### config.mk
export PLATFORM = sky130hd
export DESIGN_NAME = axi_slave_top
export DESIGN_NICKNAME = d
export VERILOG_FILES = /design/src/axi_slave_pkg.sv /design/src/axi_read_beat_gen.sv /design/src/axi_req_fifo.sv /design/src/axi_slave_ctrl.sv /design/src/axi_slave_top.sv
export SDC_FILE = /design/constraint.sdc
export NUM_CORES = 1
export LEC_CHECK = 0
export BUFFER_PORTS_ARGS = -buffer_cell sky130_fd_sc_hd__buf_4
export CAP_MARGIN = 40
export CORE_MARGIN = 5
export CORE_UTILIZATION = 25
export DETAILED_ROUTE_END_ITERATION = 10
export GPL_TIMING_DRIVEN = 0
export PLACE_DENSITY = 0.53
export REMOVE_ABC_BUFFERS = 1
export SLEW_MARGIN = 25
export SYNTH_ARGS = -nofsm -noshare
export SYNTH_HDL_FRONTEND = slang
export SYNTH_SLANG_ARGS = --single-unit
### constraint.sdc
create_clock -name aclk_i -period 6.8 [get_ports aclk_i]
set_input_delay 2.04 -clock aclk_i [delete_from_list [all_inputs] [get_ports aclk_i]]
set_output_delay 2.04 -clock aclk_i [all_outputs]
set_load 0.1 [all_outputs]
### src/axi_slave_pkg.sv
// ==========================================================================
// shared widths, response code and channel words of the AXI slave responder
// the slave answers with OKAY only, so no other response code is defined
// address, size, burst type and write data are not carried by the design
// ==========================================================================

package axi_slave_pkg;

   localparam int ID_W   = 4;   // transaction id
   localparam int LEN_W  = 8;   // burst length, beats = len + 1
   localparam int DATA_W = 32;  // read data

   localparam logic [1:0] RESP_OKAY = 2'b00;

   // read request as it waits in the read queue
   typedef struct packed
   {
      logic [ID_W-1:0]  id;
      logic [LEN_W-1:0] len;
   } axi_ar_req_t;

   // one read data beat
   typedef struct packed
   {
      logic [ID_W-1:0]   id;
      logic [DATA_W-1:0] data;
      logic [1:0]        resp;
      logic              last;
   } axi_r_t;

   // write response
   typedef struct packed
   {
      logic [ID_W-1:0] id;
      logic [1:0]      resp;
   } axi_b_t;

endpackage

### src/axi_read_beat_gen.sv
// ==========================================================================
// read data burst generator
// each request gives len + 1 beats of all-ones data with OKAY
// the next queued request starts right after the last beat, no idle cycle
// beat and payload hold while rready_i is low
// ==========================================================================
`timescale 1ns/1ps

module axi_read_beat_gen (
   input  logic                        aclk_i,
   input  logic                        aresetn_i,
   input  axi_slave_pkg::axi_ar_req_t  req_i,
   input  logic                        req_valid_i,
   input  logic                        rready_i,
   output logic                        req_pop_o,
   output logic                        rvalid_o,
   output axi_slave_pkg::axi_r_t       r_o
);

   axi_slave_pkg::axi_ar_req_t   cur_req;   // burst in progress
   logic                         active;
   logic [axi_slave_pkg::LEN_W-1:0] beat;   // beat index within burst
   logic                         last_beat;
   logic                         beat_done;
   logic                         start;

   assign last_beat = (beat == cur_req.len);
   assign beat_done = active && rready_i;

   // load a new request when idle or when the final beat is being taken
   assign start     = req_valid_i && (!active || (beat_done && last_beat));
   assign req_pop_o = start;

   assign rvalid_o = active;

   always_comb
   begin
      r_o.id   = cur_req.id;
      r_o.data = '1;
      r_o.resp = axi_slave_pkg::RESP_OKAY;
      r_o.last = last_beat;
   end

   always_ff @(posedge aclk_i)
   begin
      if (!aresetn_i)
      begin
         active <= 1'b0;
         beat   <= '0;
      end
      else
      begin
         if (start)
         begin
            active <= 1'b1;
            beat   <= '0;
         end
         else if (beat_done)
         begin
            if (last_beat)
            begin
               active <= 1'b0;  // queue empty, go idle
            end
            else
            begin
               beat <= beat + 1'b1;
            end
         end
      end
   end

   always_ff @(posedge aclk_i)
   begin
      if (start)
      begin
         cur_req <= req_i;
      end
   end

endmodule

### src/axi_req_fifo.sv
// ==========================================================================
// circular request queue, push and pop may share one cycle
// push is not checked against full, the caller gates it with full_o
// a pushed word reaches dout_o one cycle after the push edge
// ==========================================================================
`timescale 1ns/1ps

module axi_req_fifo #(
   parameter int WIDTH = 8,
   parameter int DEPTH = 4
) (
   input  logic             aclk_i,
   input  logic             aresetn_i,
   input  logic             push_i,
   input  logic [WIDTH-1:0] din_i,
   input  logic             pop_i,
   output logic [WIDTH-1:0] dout_o,
   output logic             valid_o,
   output logic             full_o
);

   localparam int PTR_W = (DEPTH > 1) ? $clog2(DEPTH) : 1;
   localparam int CNT_W = $clog2(DEPTH + 1);

   logic [WIDTH-1:0] mem [DEPTH];
   logic [PTR_W-1:0] wr_ptr;
   logic [PTR_W-1:0] rd_ptr;
   logic [CNT_W-1:0] count;
   logic             do_pop;

   assign do_pop  = pop_i && valid_o;  // popping an empty queue is ignored
   assign valid_o = (count != '0);
   assign full_o  = (count == CNT_W'(DEPTH));
   assign dout_o  = mem[rd_ptr];

   always_ff @(posedge aclk_i)
   begin
      if (push_i)
      begin
         mem[wr_ptr] <= din_i;
      end
   end

   always_ff @(posedge aclk_i)
   begin
      if (!aresetn_i)
      begin
         wr_ptr <= '0;
         rd_ptr <= '0;
         count  <= '0;
      end
      else
      begin
         if (push_i)
         begin
            wr_ptr <= (wr_ptr == PTR_W'(DEPTH - 1)) ? '0 : wr_ptr + 1'b1;  // wrap
         end
         if (do_pop)
         begin
            rd_ptr <= (rd_ptr == PTR_W'(DEPTH - 1)) ? '0 : rd_ptr + 1'b1;
         end
         case ({push_i, do_pop})
            2'b10:   count <= count + 1'b1;
            2'b01:   count <= count - 1'b1;
            default: count <= count;  // both or neither
         endcase
      end
   end

endmodule

### src/axi_slave_ctrl.sv
// ==========================================================================
// handshake control of the AXI slave
// every write response is OKAY and carries the id of its write address
// responses leave in the order the write addresses were accepted
// wready_o drops while WR_DEPTH finished bursts still wait for a response
// ==========================================================================
`timescale 1ns/1ps

module axi_slave_ctrl #(
   parameter int WR_DEPTH = 4
) (
   input  logic                              aclk_i,
   input  logic                              aresetn_i,
   input  logic                              awvalid_i,
   input  logic                              wvalid_i,
   input  logic                              wlast_i,
   input  logic                              bready_i,
   input  logic                              arvalid_i,
   input  logic                              wr_q_full_i,
   input  logic                              rd_q_full_i,
   input  logic                              wr_q_valid_i,
   input  logic [axi_slave_pkg::ID_W-1:0]    wr_q_id_i,
   output logic                              awready_o,
   output logic                              wready_o,
   output logic                              bvalid_o,
   output axi_slave_pkg::axi_b_t             b_o,
   output logic                              arready_o,
   output logic                              wr_q_push_o,
   output logic                              rd_q_push_o,
   output logic                              wr_q_pop_o
);

   localparam int CNT_W = $clog2(WR_DEPTH + 1);

   logic [CNT_W-1:0]               done_cnt;  // finished bursts not yet answered
   logic                           w_done;
   logic                           b_load;
   logic                           bvalid_q;
   logic [axi_slave_pkg::ID_W-1:0] b_id_q;    // id of the held response

   // address channels, accepted while their queue has room
   assign awready_o   = !wr_q_full_i;
   assign arready_o   = !rd_q_full_i;
   assign wr_q_push_o = awvalid_i && awready_o;
   assign rd_q_push_o = arvalid_i && arready_o;

   // write data channel
   assign wready_o = (done_cnt != CNT_W'(WR_DEPTH));
   assign w_done   = wvalid_i && wready_o && wlast_i;  // last beat taken

   // a response needs a finished burst, its address id and a free register
   assign b_load     = (done_cnt != '0) && wr_q_valid_i && (!bvalid_q || bready_i);
   assign wr_q_pop_o = b_load;

   assign bvalid_o = bvalid_q;

   always_comb
   begin
      b_o.id   = b_id_q;
      b_o.resp = axi_slave_pkg::RESP_OKAY;
   end

   always_ff @(posedge aclk_i)
   begin
      if (!aresetn_i)
      begin
         done_cnt <= '0;
         bvalid_q <= 1'b0;
      end
      else
      begin
         case ({w_done, b_load})
            2'b10:   done_cnt <= done_cnt + 1'b1;
            2'b01:   done_cnt <= done_cnt - 1'b1;
            default: done_cnt <= done_cnt;  // one in, one out
         endcase

         if (b_load)
         begin
            bvalid_q <= 1'b1;
         end
         else if (bready_i)
         begin
            bvalid_q <= 1'b0;  // response taken
         end
      end
   end

   // response id, held until the transfer
   always_ff @(posedge aclk_i)
   begin
      if (b_load)
      begin
         b_id_q <= wr_q_id_i;
      end
   end

endmodule

### src/axi_slave_top.sv
// ==========================================================================
// AXI slave responder, write and read channels without address decode
// RD_DEPTH read requests may wait beside the burst in progress
// WR_DEPTH write addresses may wait for their response
// all responses are OKAY and read data is all ones
// ==========================================================================
`timescale 1ns/1ps

module axi_slave_top #(
   parameter int RD_DEPTH = 4,
   parameter int WR_DEPTH = 4
) (
   input  logic                            aclk_i,
   input  logic                            aresetn_i,
   input  logic                            awvalid_i,
   input  logic [axi_slave_pkg::ID_W-1:0]  awid_i,
   output logic                            awready_o,
   input  logic                            wvalid_i,
   input  logic                            wlast_i,
   output logic                            wready_o,
   output logic                            bvalid_o,
   output axi_slave_pkg::axi_b_t           b_o,
   input  logic                            bready_i,
   input  logic                            arvalid_i,
   input  axi_slave_pkg::axi_ar_req_t      ar_i,
   output logic                            arready_o,
   output logic                            rvalid_o,
   output axi_slave_pkg::axi_r_t           r_o,
   input  logic                            rready_i
);

   logic                           wr_q_push;
   logic                           wr_q_pop;
   logic                           wr_q_valid;
   logic                           wr_q_full;
   logic [axi_slave_pkg::ID_W-1:0] wr_q_id;     // id of oldest write address
   logic                           rd_q_push;
   logic                           rd_q_pop;
   logic                           rd_q_valid;
   logic                           rd_q_full;
   axi_slave_pkg::axi_ar_req_t     rd_q_head;   // oldest waiting read request

   axi_slave_ctrl #(
      .WR_DEPTH (WR_DEPTH)
   ) ctrl (
      .aclk_i       (aclk_i),
      .aresetn_i    (aresetn_i),
      .awvalid_i    (awvalid_i),
      .wvalid_i     (wvalid_i),
      .wlast_i      (wlast_i),
      .bready_i     (bready_i),
      .arvalid_i    (arvalid_i),
      .wr_q_full_i  (wr_q_full),
      .rd_q_full_i  (rd_q_full),
      .wr_q_valid_i (wr_q_valid),
      .wr_q_id_i    (wr_q_id),
      .awready_o    (awready_o),
      .wready_o     (wready_o),
      .bvalid_o     (bvalid_o),
      .b_o          (b_o),
      .arready_o    (arready_o),
      .wr_q_push_o  (wr_q_push),
      .rd_q_push_o  (rd_q_push),
      .wr_q_pop_o   (wr_q_pop)
   );

   axi_req_fifo #(
      .WIDTH (axi_slave_pkg::ID_W),
      .DEPTH (WR_DEPTH)
   ) wr_id_q (
      .aclk_i    (aclk_i),
      .aresetn_i (aresetn_i),
      .push_i    (wr_q_push),
      .din_i     (awid_i),
      .pop_i     (wr_q_pop),
      .dout_o    (wr_q_id),
      .valid_o   (wr_q_valid),
      .full_o    (wr_q_full)
   );

   axi_req_fifo #(
      .WIDTH ($bits(axi_slave_pkg::axi_ar_req_t)),
      .DEPTH (RD_DEPTH)
   ) rd_req_q (
      .aclk_i    (aclk_i),
      .aresetn_i (aresetn_i),
      .push_i    (rd_q_push),
      .din_i     (ar_i),
      .pop_i     (rd_q_pop),
      .dout_o    (rd_q_head),
      .valid_o   (rd_q_valid),
      .full_o    (rd_q_full)
   );

   axi_read_beat_gen rd_gen (
      .aclk_i      (aclk_i),
      .aresetn_i   (aresetn_i),
      .req_i       (rd_q_head),
      .req_valid_i (rd_q_valid),
      .rready_i    (rready_i),
      .req_pop_o   (rd_q_pop),
      .rvalid_o    (rvalid_o),
      .r_o         (r_o)
   );

endmodule

After elaboration in Yosys (flattened, before gate mapping)

Memories as Yosys holds them, arrays and structs flattened. A register that Yosys moved wholly into a read port is not among the register bits.
Cells that the tools add are included.

Add/subtract/negate cells: 11
Eq/ne operators: 14
Muxes and demuxes: 16
Bitwise gates (word level): 2
Reductions and logical operators: 29

Operator list:

| kind                | count |
|---|---|
| $pmux 3 s2          | 3 |
| $eq 2x2->1 const B  | 7 |
| $reduce_bool 2->1   | 6 |
| $logic_and 1x1->1   | 11 |
| $add 3x1->3 const B | 3 |
| $mux 1              | 9 |
| $reduce_bool 3->1   | 3 |
| $sub 3x1->3 const B | 3 |
| $add 2x1->2 const B | 4 |
| $add 8x1->8 const B | 1 |
| $eq 8x8->1          | 1 |
| $mux 2              | 4 |
| $eq 2x1->1 const B  | 3 |
| $eq 3x3->1 const B  | 2 |
| $logic_not 1->1     | 4 |
| $reduce_and 2->1    | 2 |
| $ne 3x3->1 const B  | 1 |
| $logic_or 1x1->1    | 2 |
| $not 1->1           | 2 |
| $reduce_or 2->1     | 1 |

Register bits after elaboration: 27
RAM bits: 64
Input bits: 24
Output and inout bits: 50
Logic and storage cells: 84
Memories kept: 2

Memories:

| name         | words | bits a word | rd ports | clocked after memory_dff | wr ports | RTL line           | text |
|---|---|---|---|---|---|---|---|
| rd_req_q.mem | 4     | 12          | 1        | 1                        | 1        | axi_req_fifo.sv:25 | `logic [WIDTH-1:0] mem [DEPTH];` |
| wr_id_q.mem  | 4     | 4           | 1        | 1                        | 1        | axi_req_fifo.sv:25 |  |

Depth between registers and ports, before layout

Gate-level depths: netlist of run 1.

Depth after elaboration: 7
Gate-level depth with buffers: 10
Gate-level depth less buffers: 9

Cells and area by module

A second synthesis of run 1 with hierarchy kept.

Cells, all modules: 331
Area total of the unflattened synthesis: 4832.1 um^2

By module, submodules not included:

| module                  | times used | cells an instance | area each (um^2) | sequential area each (um^2) |
|---|---|---|---|---|
| axi_req_fifo (rd_req_q) | 1          | 113               | 2205.9           | 1621.6 |
| axi_read_beat_gen       | 1          | 112               | 1194.9           | 540.5 |
| axi_req_fifo (wr_id_q)  | 1          | 71                | 1053.5           | 660.6 |
| axi_slave_ctrl          | 1          | 35                | 377.9            | 200.2 |

Worst setup path before layout of run 1

OpenSTA, ideal clock, no wires.

Path kind: in2reg
From: input bready_i
To: register ctrl.done_cnt[2]
Setup time: 0.070 ns
Arrival time: 3.733 ns
Data required time: 6.730 ns
Path slack: 2.997 ns
Stages: 8
Path buffers: 0
Cells stage by stage: nor2b_1 nor3_1 ha_1 inv_1 fa_1 xor2_1 or3_1 a21oi_1

Word-level cells in the longest chain between the ends: 4
Elaborated cells between the ends (all ways): 6
Classes of those cells: eq/ne: 2; mux: 1; reduce/logical: 3

RTL lines:

| what                                                   | RTL line             | text |
|---|---|---|
| start, declared                                        | axi_slave_top.sv:23  | `input logic bready_i,` |
| $logic_or 1x1->1 (*)                                   | axi_slave_ctrl.sv:52 | `assign b_load = (done_cnt != '0) && wr_q_valid_i && (!bvalid_q \|\| bready_i);` |
| $logic_and 1x1->1 (*)                                  | axi_slave_ctrl.sv:52 |  |
| net ctrl.wr_q_pop_o                                    | axi_slave_ctrl.sv:30 | `output logic wr_q_pop_o` |
| $eq 2x1->1 / $eq 2x2->1 (equally long branches)        | axi_slave_ctrl.sv:72 | `case ({w_done, b_load})` |
| $pmux 3 s2 / $reduce_bool 2->1 (equally long branches) | --                   |  |
| end signal, assigned                                   | axi_slave_ctrl.sv:73 | `2'b10: done_cnt <= done_cnt + 1'b1;` |
| end signal, assigned                                   | axi_slave_ctrl.sv:74 | `2'b01: done_cnt <= done_cnt - 1'b1;` |
| end signal, assigned                                   | axi_slave_ctrl.sv:75 | `default: done_cnt <= done_cnt;` |
| end, declared                                          | axi_slave_ctrl.sv:35 | `logic [CNT_W-1:0] done_cnt;` |

Mark *: on every way through the listed nets, which the timed path passes. The rest lies on a longest branch.
A chain may end at the register's enable or synchronous reset.

==> results of run 1 <==
-- worst max-delay path: cells and delay by family (launching register included) --
family | cells | cell delay [ns]
simple gates | 2 | 0.84
buf+inv | 1 | 0.37
flops | 1 | 0.36
xor+xnor | 1 | 0.19
-- area by class of cell --
cell class              count  area [um^2]
fillers                  1862        13200
flip-flops and latches    107         2940
multi-input cells         187         1470
repair buffers             38          293
well taps                 234          293
clock buffers               9          225
clock inverters             7         96.3
inverters                  11         41.3
-- path summary, 6_finish.rpt --
| check | start | end | slack, ns | cells after the start |
|---|---|---|---|---|
| hold reg to reg | rd_req_q.count[2] | rd_req_q.count[2] | 0.51 | 2 |
| hold / removal | rd_req_q.count[2] | rd_req_q.count[2] | 0.51 | 2 |
| setup reg to reg | rd_gen.beat[5] | rd_req_q.count[2] | 3.82 | 9 |
| setup / recovery | rd_gen.beat[5] | r_o[0] | 2.64 | 4 |
-- flip-flops by register name, summed over array words and instances, names as in the netlist, 2 cells and up --
signal / count
rd_gen.cur_req: 8
ctrl.done_cnt: 3
rd_req_q.mem: 48
rd_req_q.rd_ptr: 2
wr_id_q.count: 3
rd_gen.r_o: 4
ctrl.b_id_q: 4
wr_id_q.wr_ptr: 2
rd_req_q.wr_ptr: 2
rd_req_q.count: 3
rd_gen.beat: 8
wr_id_q.rd_ptr: 2
wr_id_q.mem: 16
-- logic make-up (layout without fill, tap and decap cells) --
| family | count (synthesis) | in the layout | share of synthesized area |
|---|---|---|---|
| XOR/XNOR | 18 | 18 | 0.0338 |
| multiplexers | 24 | 24 | 0.0950 |
| buffers and inverters | 58 | 65 | 0.0816 |
| adder cells (fa/ha/maj) | 17 | 17 | 0.0504 |
| other | 2 | 36 | 0.00161 |
| AND/OR/NAND/NOR | 68 | 68 | 0.0754 |
| flip-flops | 107 | 107 | 0.631 |
| AO/OA/AOI/OAI | 24 | 24 | 0.0311 |
-- layout by cell type, fill, tap and decap left out, drive strengths merged, types with 2 or more instances in the layout --
| cell | count |
|---|---|
| dfxtp | 27 |
| nor2 | 20 |
| fa | 3 |
| xor2 | 13 |
| xnor2 | 5 |
| ha | 14 |
| a211oi | 2 |
| o31ai | 2 |
| and2 | 3 |
| a21oi | 12 |
| conb | 36 |
| mux2 | 2 |
| nor2b | 2 |
| buf | 38 |
| or4 | 2 |
| or3 | 8 |
| nor4 | 2 |
| mux4 | 16 |
| nand2 | 10 |
| o21ai | 4 |
| clkinv | 3 |
| nand3 | 7 |
| and3 | 8 |
| inv | 13 |
| edfxtp | 80 |
| mux2i | 6 |
| nor3 | 4 |
| clkbuf | 9 |
-- power groups by stage --
stage	sequential [mW]	combinational (mW)	clock, mW
5_1_grt	0.962	0.855	0.594
3_3_place_gp	0.970	0.757	0
6_report	0.941	0.786	0.542
4_1_cts	0.946	0.802	0.571
2_1_floorplan	1.12	0.460	0
3_5_place_dp	0.959	0.798	0
-- metal layers --
metal / track usage / wire [um] / vias up
met5: 0 / 0 / -
met2: 0.128 / 3860 / 75
met3: 0.0199 / 407 / 10
li1: - / - / 1159
met4: 0.0466 / 180 / 0
met1: 0.0894 / 3350 / 1150
==> flow_metrics.py, run 1 <==
metrics = {
    "logic_synthesis": {
        "ys_types": 36,
        "synthArstFlopShare": 0,
        "yosysSeqAreaShare": 0.631,
        "ys_seq_elements": 107,
        "synth_area_um2": 4660,
        "yosys.area.top_type": "edfxtp_1",
        "synth_common_cells": "80 x edfxtp_1, 41 x buf_4, 27 x dfxtp_1",
        "syn_inst": 318,
        "yosysMostFrequentCell": "edfxtp_1",
        "yosys-top-cells-area": "edfxtp_1 52%, dfxtp_1 12%, mux4_2 7.7%",
        "synth_warnings": 0,
        "yosys.area.top_type_share": 0.515,
        "syn_area_per_cell_um2": 14.7,
        "synth_ff_type": "edfxtp_1",
        "synth_edf_count": 80,
    },
    "grt": {
        "grt_use_total": 0.0771,
        "antenna_found_initial": 0,
        "grt_max_degree": 21,
        "grt_pass1_wl_um": 12700,
        "grt-ovfl-total": 0,
        "grt_pass1_vias": 2482,
    },
    "power": {
        "clkPwrFrac": 0.239,
        "share_seq_of_total_power": 0.415,
        "p_total_mw": 2.27,
        "internal-power_mw": 1.40,
        "power.switching_mw": 0.867,
        "leakagePower_nw": 1.93,
        "cellPowerDensity_nw_per_um2": 423,
        "peakVddDrop_mv": 0.287,
        "power_switching_share": 0.382,
        "power_frac_comb": 0.346,
    },
    "critical_path": {
        "crit_chain": "xor2_1 -> nor4_2 -> and2_1 -> buf_4",
        "crit_path_end_kind": "output port",
        "slowest_stage": "nor4_2",
        "worstSetupStartpointType": "flip-flop",
        "worstPathArrival_ns": 2.12,
        "cp_data_required_time_ns": 4.76,
        "max_stage_delay_ns": 0.46,
        "path_class": "flip-flop to output port",
        "critPathMaxFanout": 10,
    },
    "timing": {
        "finalClockSkew_ns": 0.0123,
        "finalCritPeriodShare": 0.612,
        "rsz0062_at_grt": "false",
        "max_freq_mhz": 240,
        "setup_slack_ns": 2.64,
        "finalHoldViolations": 0,
        "hold_slack_ns": 0.507,
        "max_slew.worst_pin.slew_ns": 0.736,
        "fin_tns_setup_ns": 0,
        "min_period_ns": 4.16,
        "slew_headroom": 0.505,
        "finalSetupViolCount": 0,
        "timing_max_transition_violations_final": 0,
    },
    "placed_design": {
        "placement.io_buffers": 37,
        "dp_cells": 577,
        "place_congestion": 0.700,
        "post-dp-hpwl_um": 5520,
        "pre_cts_ws_ns": 2.58,
        "post_dp_cell_area_um2": 5040,
    },
    "clock_network": {
        "cts_inserted_buffers": 9,
        "cts_setup_buffers": 0,
        "clk_latency_ns": 0.35,
        "clk_pin_slew_ns": 0.07,
        "cts_tree": "done",
        "hold_buffers": 0,
        "root_buffer": "clkbuf_16",
        "cts_resized": 0,
        "clock_sinks": 107,
        "cts_buffer_depth": 2,
        "h-tree-depth": 3,
    },
    "routing": {
        "antenna_left": 0,
        "drtPass1Iterations": 4,
        "avgRoutedWirePerCell_um": 13.1,
        "drc_errors": 0,
        "drt_iter0_markers": 133,
        "viasPerCell": 4.04,
        "vias": 2394,
        "wirelength_um": 7800,
    },
    "min_path": {
        "hp-class": "flip-flop to flip-flop",
    },
    "floorplanning": {
        "die_area_um2": 21500,
        "io_pins": 74,
        "start_util": 0.252,
        "die_h_um": 147,
        "placementRows": 50,
        "placeableCoreArea_um2": 18500,
        "die-width_um": 147,
    },
    "run_status": {
        "status": "finished, final reports clean",
    },
    "finish": {
        "stdcell_count": 593,
        "antenna_cells_inserted": 0,
        "stdcell_area_um2": 5360,
        "fin_nets": 395,
        "postLayoutCoreUtil": 0.289,
        "area_delta_synth_final_pct": 14.9,
        "layout-drive-gt1-share": 0.212,
    },
    "flow_run": {
        "cap_violations": 0,
    },
}
No activity file was read; power rests on OpenSTA's default activity.
==> run 2: changes to the inputs <==
--- a/config.mk
+++ b/config.mk
@@ -11,7 +11,7 @@
 export CORE_UTILIZATION = 25
 export DETAILED_ROUTE_END_ITERATION = 10
 export GPL_TIMING_DRIVEN = 0
-export PLACE_DENSITY = 0.53
+export PLACE_DENSITY = 0.54
 export REMOVE_ABC_BUFFERS = 1
 export SLEW_MARGIN = 25
 export SYNTH_ARGS = -nofsm -noshare
==> constraint.sdc (replaced) <==
create_clock -name aclk_i -period 3.3 [get_ports aclk_i]
set_input_delay 0.99 -clock aclk_i [delete_from_list [all_inputs] [get_ports aclk_i]]
set_output_delay 0.99 -clock aclk_i [all_outputs]
set_load 0.1 [all_outputs]
==> run 2 against run 1 <==
Worst setup slack lost 2.5 ns. Critical path depth is the same. Clock-buffer cell count is the same. Clock power grew 90%. Sequential power grew 110%. Non-clock buffer count is the same. Core utilization shrank 0.24 points. Combinational power grew 100%. Flip-flop and latch count is the same. Total power grew 100%. Register-to-register slack lost 3.6 ns. Final area shrank 0.84%.
==> flow_metrics.py, run 2 (synthesized netlist as in run 1, its figures left out) <==
metrics = {
    "finish": {
        "layout_common_cells": "80 x edfxtp_1, 37 x buf_4, 36 x conb_1, 27 x dfxtp_1, 20 x nor2_1",
        "seq_area_um2": 2940,
        "largest_register": "rd_req_q.mem",
        "layout-drive-gt1-share": 0.212,
        "fillers": 1857,
        "fin_nets": 395,
        "top_regs": "rd_req_q.mem (48), wr_id_q.mem (16)",
        "area_delta_synth_final_pct": 14.0,
        "multi_input_comb_area_um2": 1470,
        "mostFrequentLayoutCell": "edfxtp_1",
        "antenna_cells_inserted": 0,
        "postLayoutCoreUtil": 0.287,
        "largest_reg_flops": 48,
    },
    "floorplanning": {
        "placeableCoreArea_um2": 18500,
        "die_area_um2": 21500,
        "start_util": 0.252,
        "io_pins": 74,
        "placementRows": 50,
        "die-width_um": 147,
        "die_h_um": 147,
    },
    "placed_design": {
        "pre_cts_ws_ns": 0.113,
        "place_congestion": 0.695,
        "post-dp-hpwl_um": 5530,
        "placement.io_buffers": 37,
    },
    "min_path": {
        "holdPathStages": 2,
        "hp-class": "flip-flop to flip-flop",
        "hp-start": "wr_id_q.wr_ptr[0]",
        "hold_end": "wr_id_q.wr_ptr[0]",
    },
    "timing": {
        "slew_headroom": 0.509,
        "finalHoldViolations": 0,
        "setup_slack_ns": 0.169,
        "fin_tns_setup_ns": 0,
        "min_period_ns": 3.13,
        "max_slew.worst_pin.slew_ns": 0.730,
        "finalCritPeriodShare": 0.949,
        "finalSetupViolCount": 0,
        "timing_max_transition_violations_final": 0,
        "max_freq_mhz": 319,
        "rsz0062_at_grt": "false",
        "finalClockSkew_ns": 0.0131,
    },
    "grt": {
        "grt_max_degree": 20,
        "grt_pass1_wl_um": 12500,
        "antenna_found_initial": 0,
        "grt-ovfl-total": 0,
        "grt_use_total": 0.0750,
        "grt_pass1_vias": 2435,
    },
    "critical_path": {
        "path_class": "flip-flop to output port",
        "crit_path_end_kind": "output port",
        "timing.rr.start": "rd_gen.cur_req[5]",
        "worstSetupStartpointType": "flip-flop",
        "cp_data_required_time_ns": 2.31,
        "r2r_cells": 9,
        "critPathMaxFanout": 10,
        "worstPathArrival_ns": 2.14,
        "reg2reg_to": "rd_req_q.count[2]",
        "r2r_slack_ns": 0.24,
    },
    "clock_network": {
        "cts_resized": 0,
        "clock_sinks": 107,
        "cts_buffer_depth": 2,
        "clk_pin_slew_ns": 0.07,
        "root_buffer": "clkbuf_16",
        "cts_inserted_buffers": 9,
        "hold_buffers": 0,
        "h-tree-depth": 3,
        "cts_tree": "done",
        "cts_setup_buffers": 0,
        "clk_latency_ns": 0.35,
    },
    "power": {
        "power_switching_share": 0.390,
        "clkPwrFrac": 0.225,
        "internal-power_mw": 2.80,
        "share_seq_of_total_power": 0.425,
        "power_frac_comb": 0.350,
        "leakagePower_nw": 1.91,
        "peakVddDrop_mv": 0.477,
        "cellPowerDensity_nw_per_um2": 864,
        "power.switching_mw": 1.79,
    },
    "routing": {
        "vias": 2413,
        "drc_errors": 0,
        "avgRoutedWirePerCell_um": 13.3,
        "wirelength_um": 7880,
        "viasPerCell": 4.08,
        "antenna_left": 0,
        "drt_iter0_markers": 156,
        "drtPass1Iterations": 4,
    },
    "run_status": {
        "status": "finished, final reports clean",
    },
    "flow_run": {
        "cap_violations": 0,
    },
}
==> run 2: cell type report <==
class,count,area share
Sequential cell,107,0.554
Tap cell,234,0.0551
Inverter,11,0.00777
Clock inverter,6,0.0104
Clock buffer,9,0.0424
Multi-Input combinational cell,187,0.276
Timing Repair Buffer,38,0.0544
==> run 2: worst max-delay path, stage by stage, from the launching register on <==
cell	delay, ns
edfxtp_1	0.39
xor2_1	0.16
nor4_2	0.48
and2_1	0.40
buf_4	0.36
==> run 2: routing by layer <==
layer,wire [um],GRT usage,vias up
li1,-,-,1153
met3,406,0.0217,7
met4,122,0.0353,0
met5,0,0,-
met2,3800,0.127,73
met1,3550,0.0877,1180
==> run 2: how the worst max path moves through the flow <==
stage	to	depth (start not counted)	start	slack, ns
CTS	r_o[0]	4	rd_gen.cur_req[5]	0.15
finish	r_o[0]	4	rd_gen.cur_req[5]	0.17
global placement	ctrl.done_cnt[2]	9	bready_i	0.20
global route	rd_req_q.count[2]	9	rd_gen.cur_req[5]	0.02
floorplan	rd_req_q.count[2]	9	rd_gen.cur_req[3]	-0.06
detailed placement	ctrl.done_cnt[2]	9	bready_i	0.11
==> run 2: per-stage QoR <==
step | power, mW | std cells | area [um^2] | hold slack, ns
final | 4.59 | 592 | 5310 | 0.510
after global placement | 3.56 | 576 | 5020 | 0.482
after detailed placement | 3.62 | 577 | 5030 | 0.502
after global routing | 4.84 | 592 | 5310 | 0.550
after floorplan | 3.25 | 305 | 4450 | 0.464
after CTS | 4.66 | 592 | 5310 | 0.512
==> run 2: power groups by stage <==
stage / registers (mW) / logic [mW] / clock network [mW]
2_1_floorplan: 2.30 / 0.948 / 0
3_3_place_gp: 2.00 / 1.56 / 0
3_5_place_dp: 1.99 / 1.63 / 0
4_1_cts: 1.96 / 1.63 / 1.06
5_1_grt: 1.99 / 1.74 / 1.12
6_report: 1.95 / 1.61 / 1.03
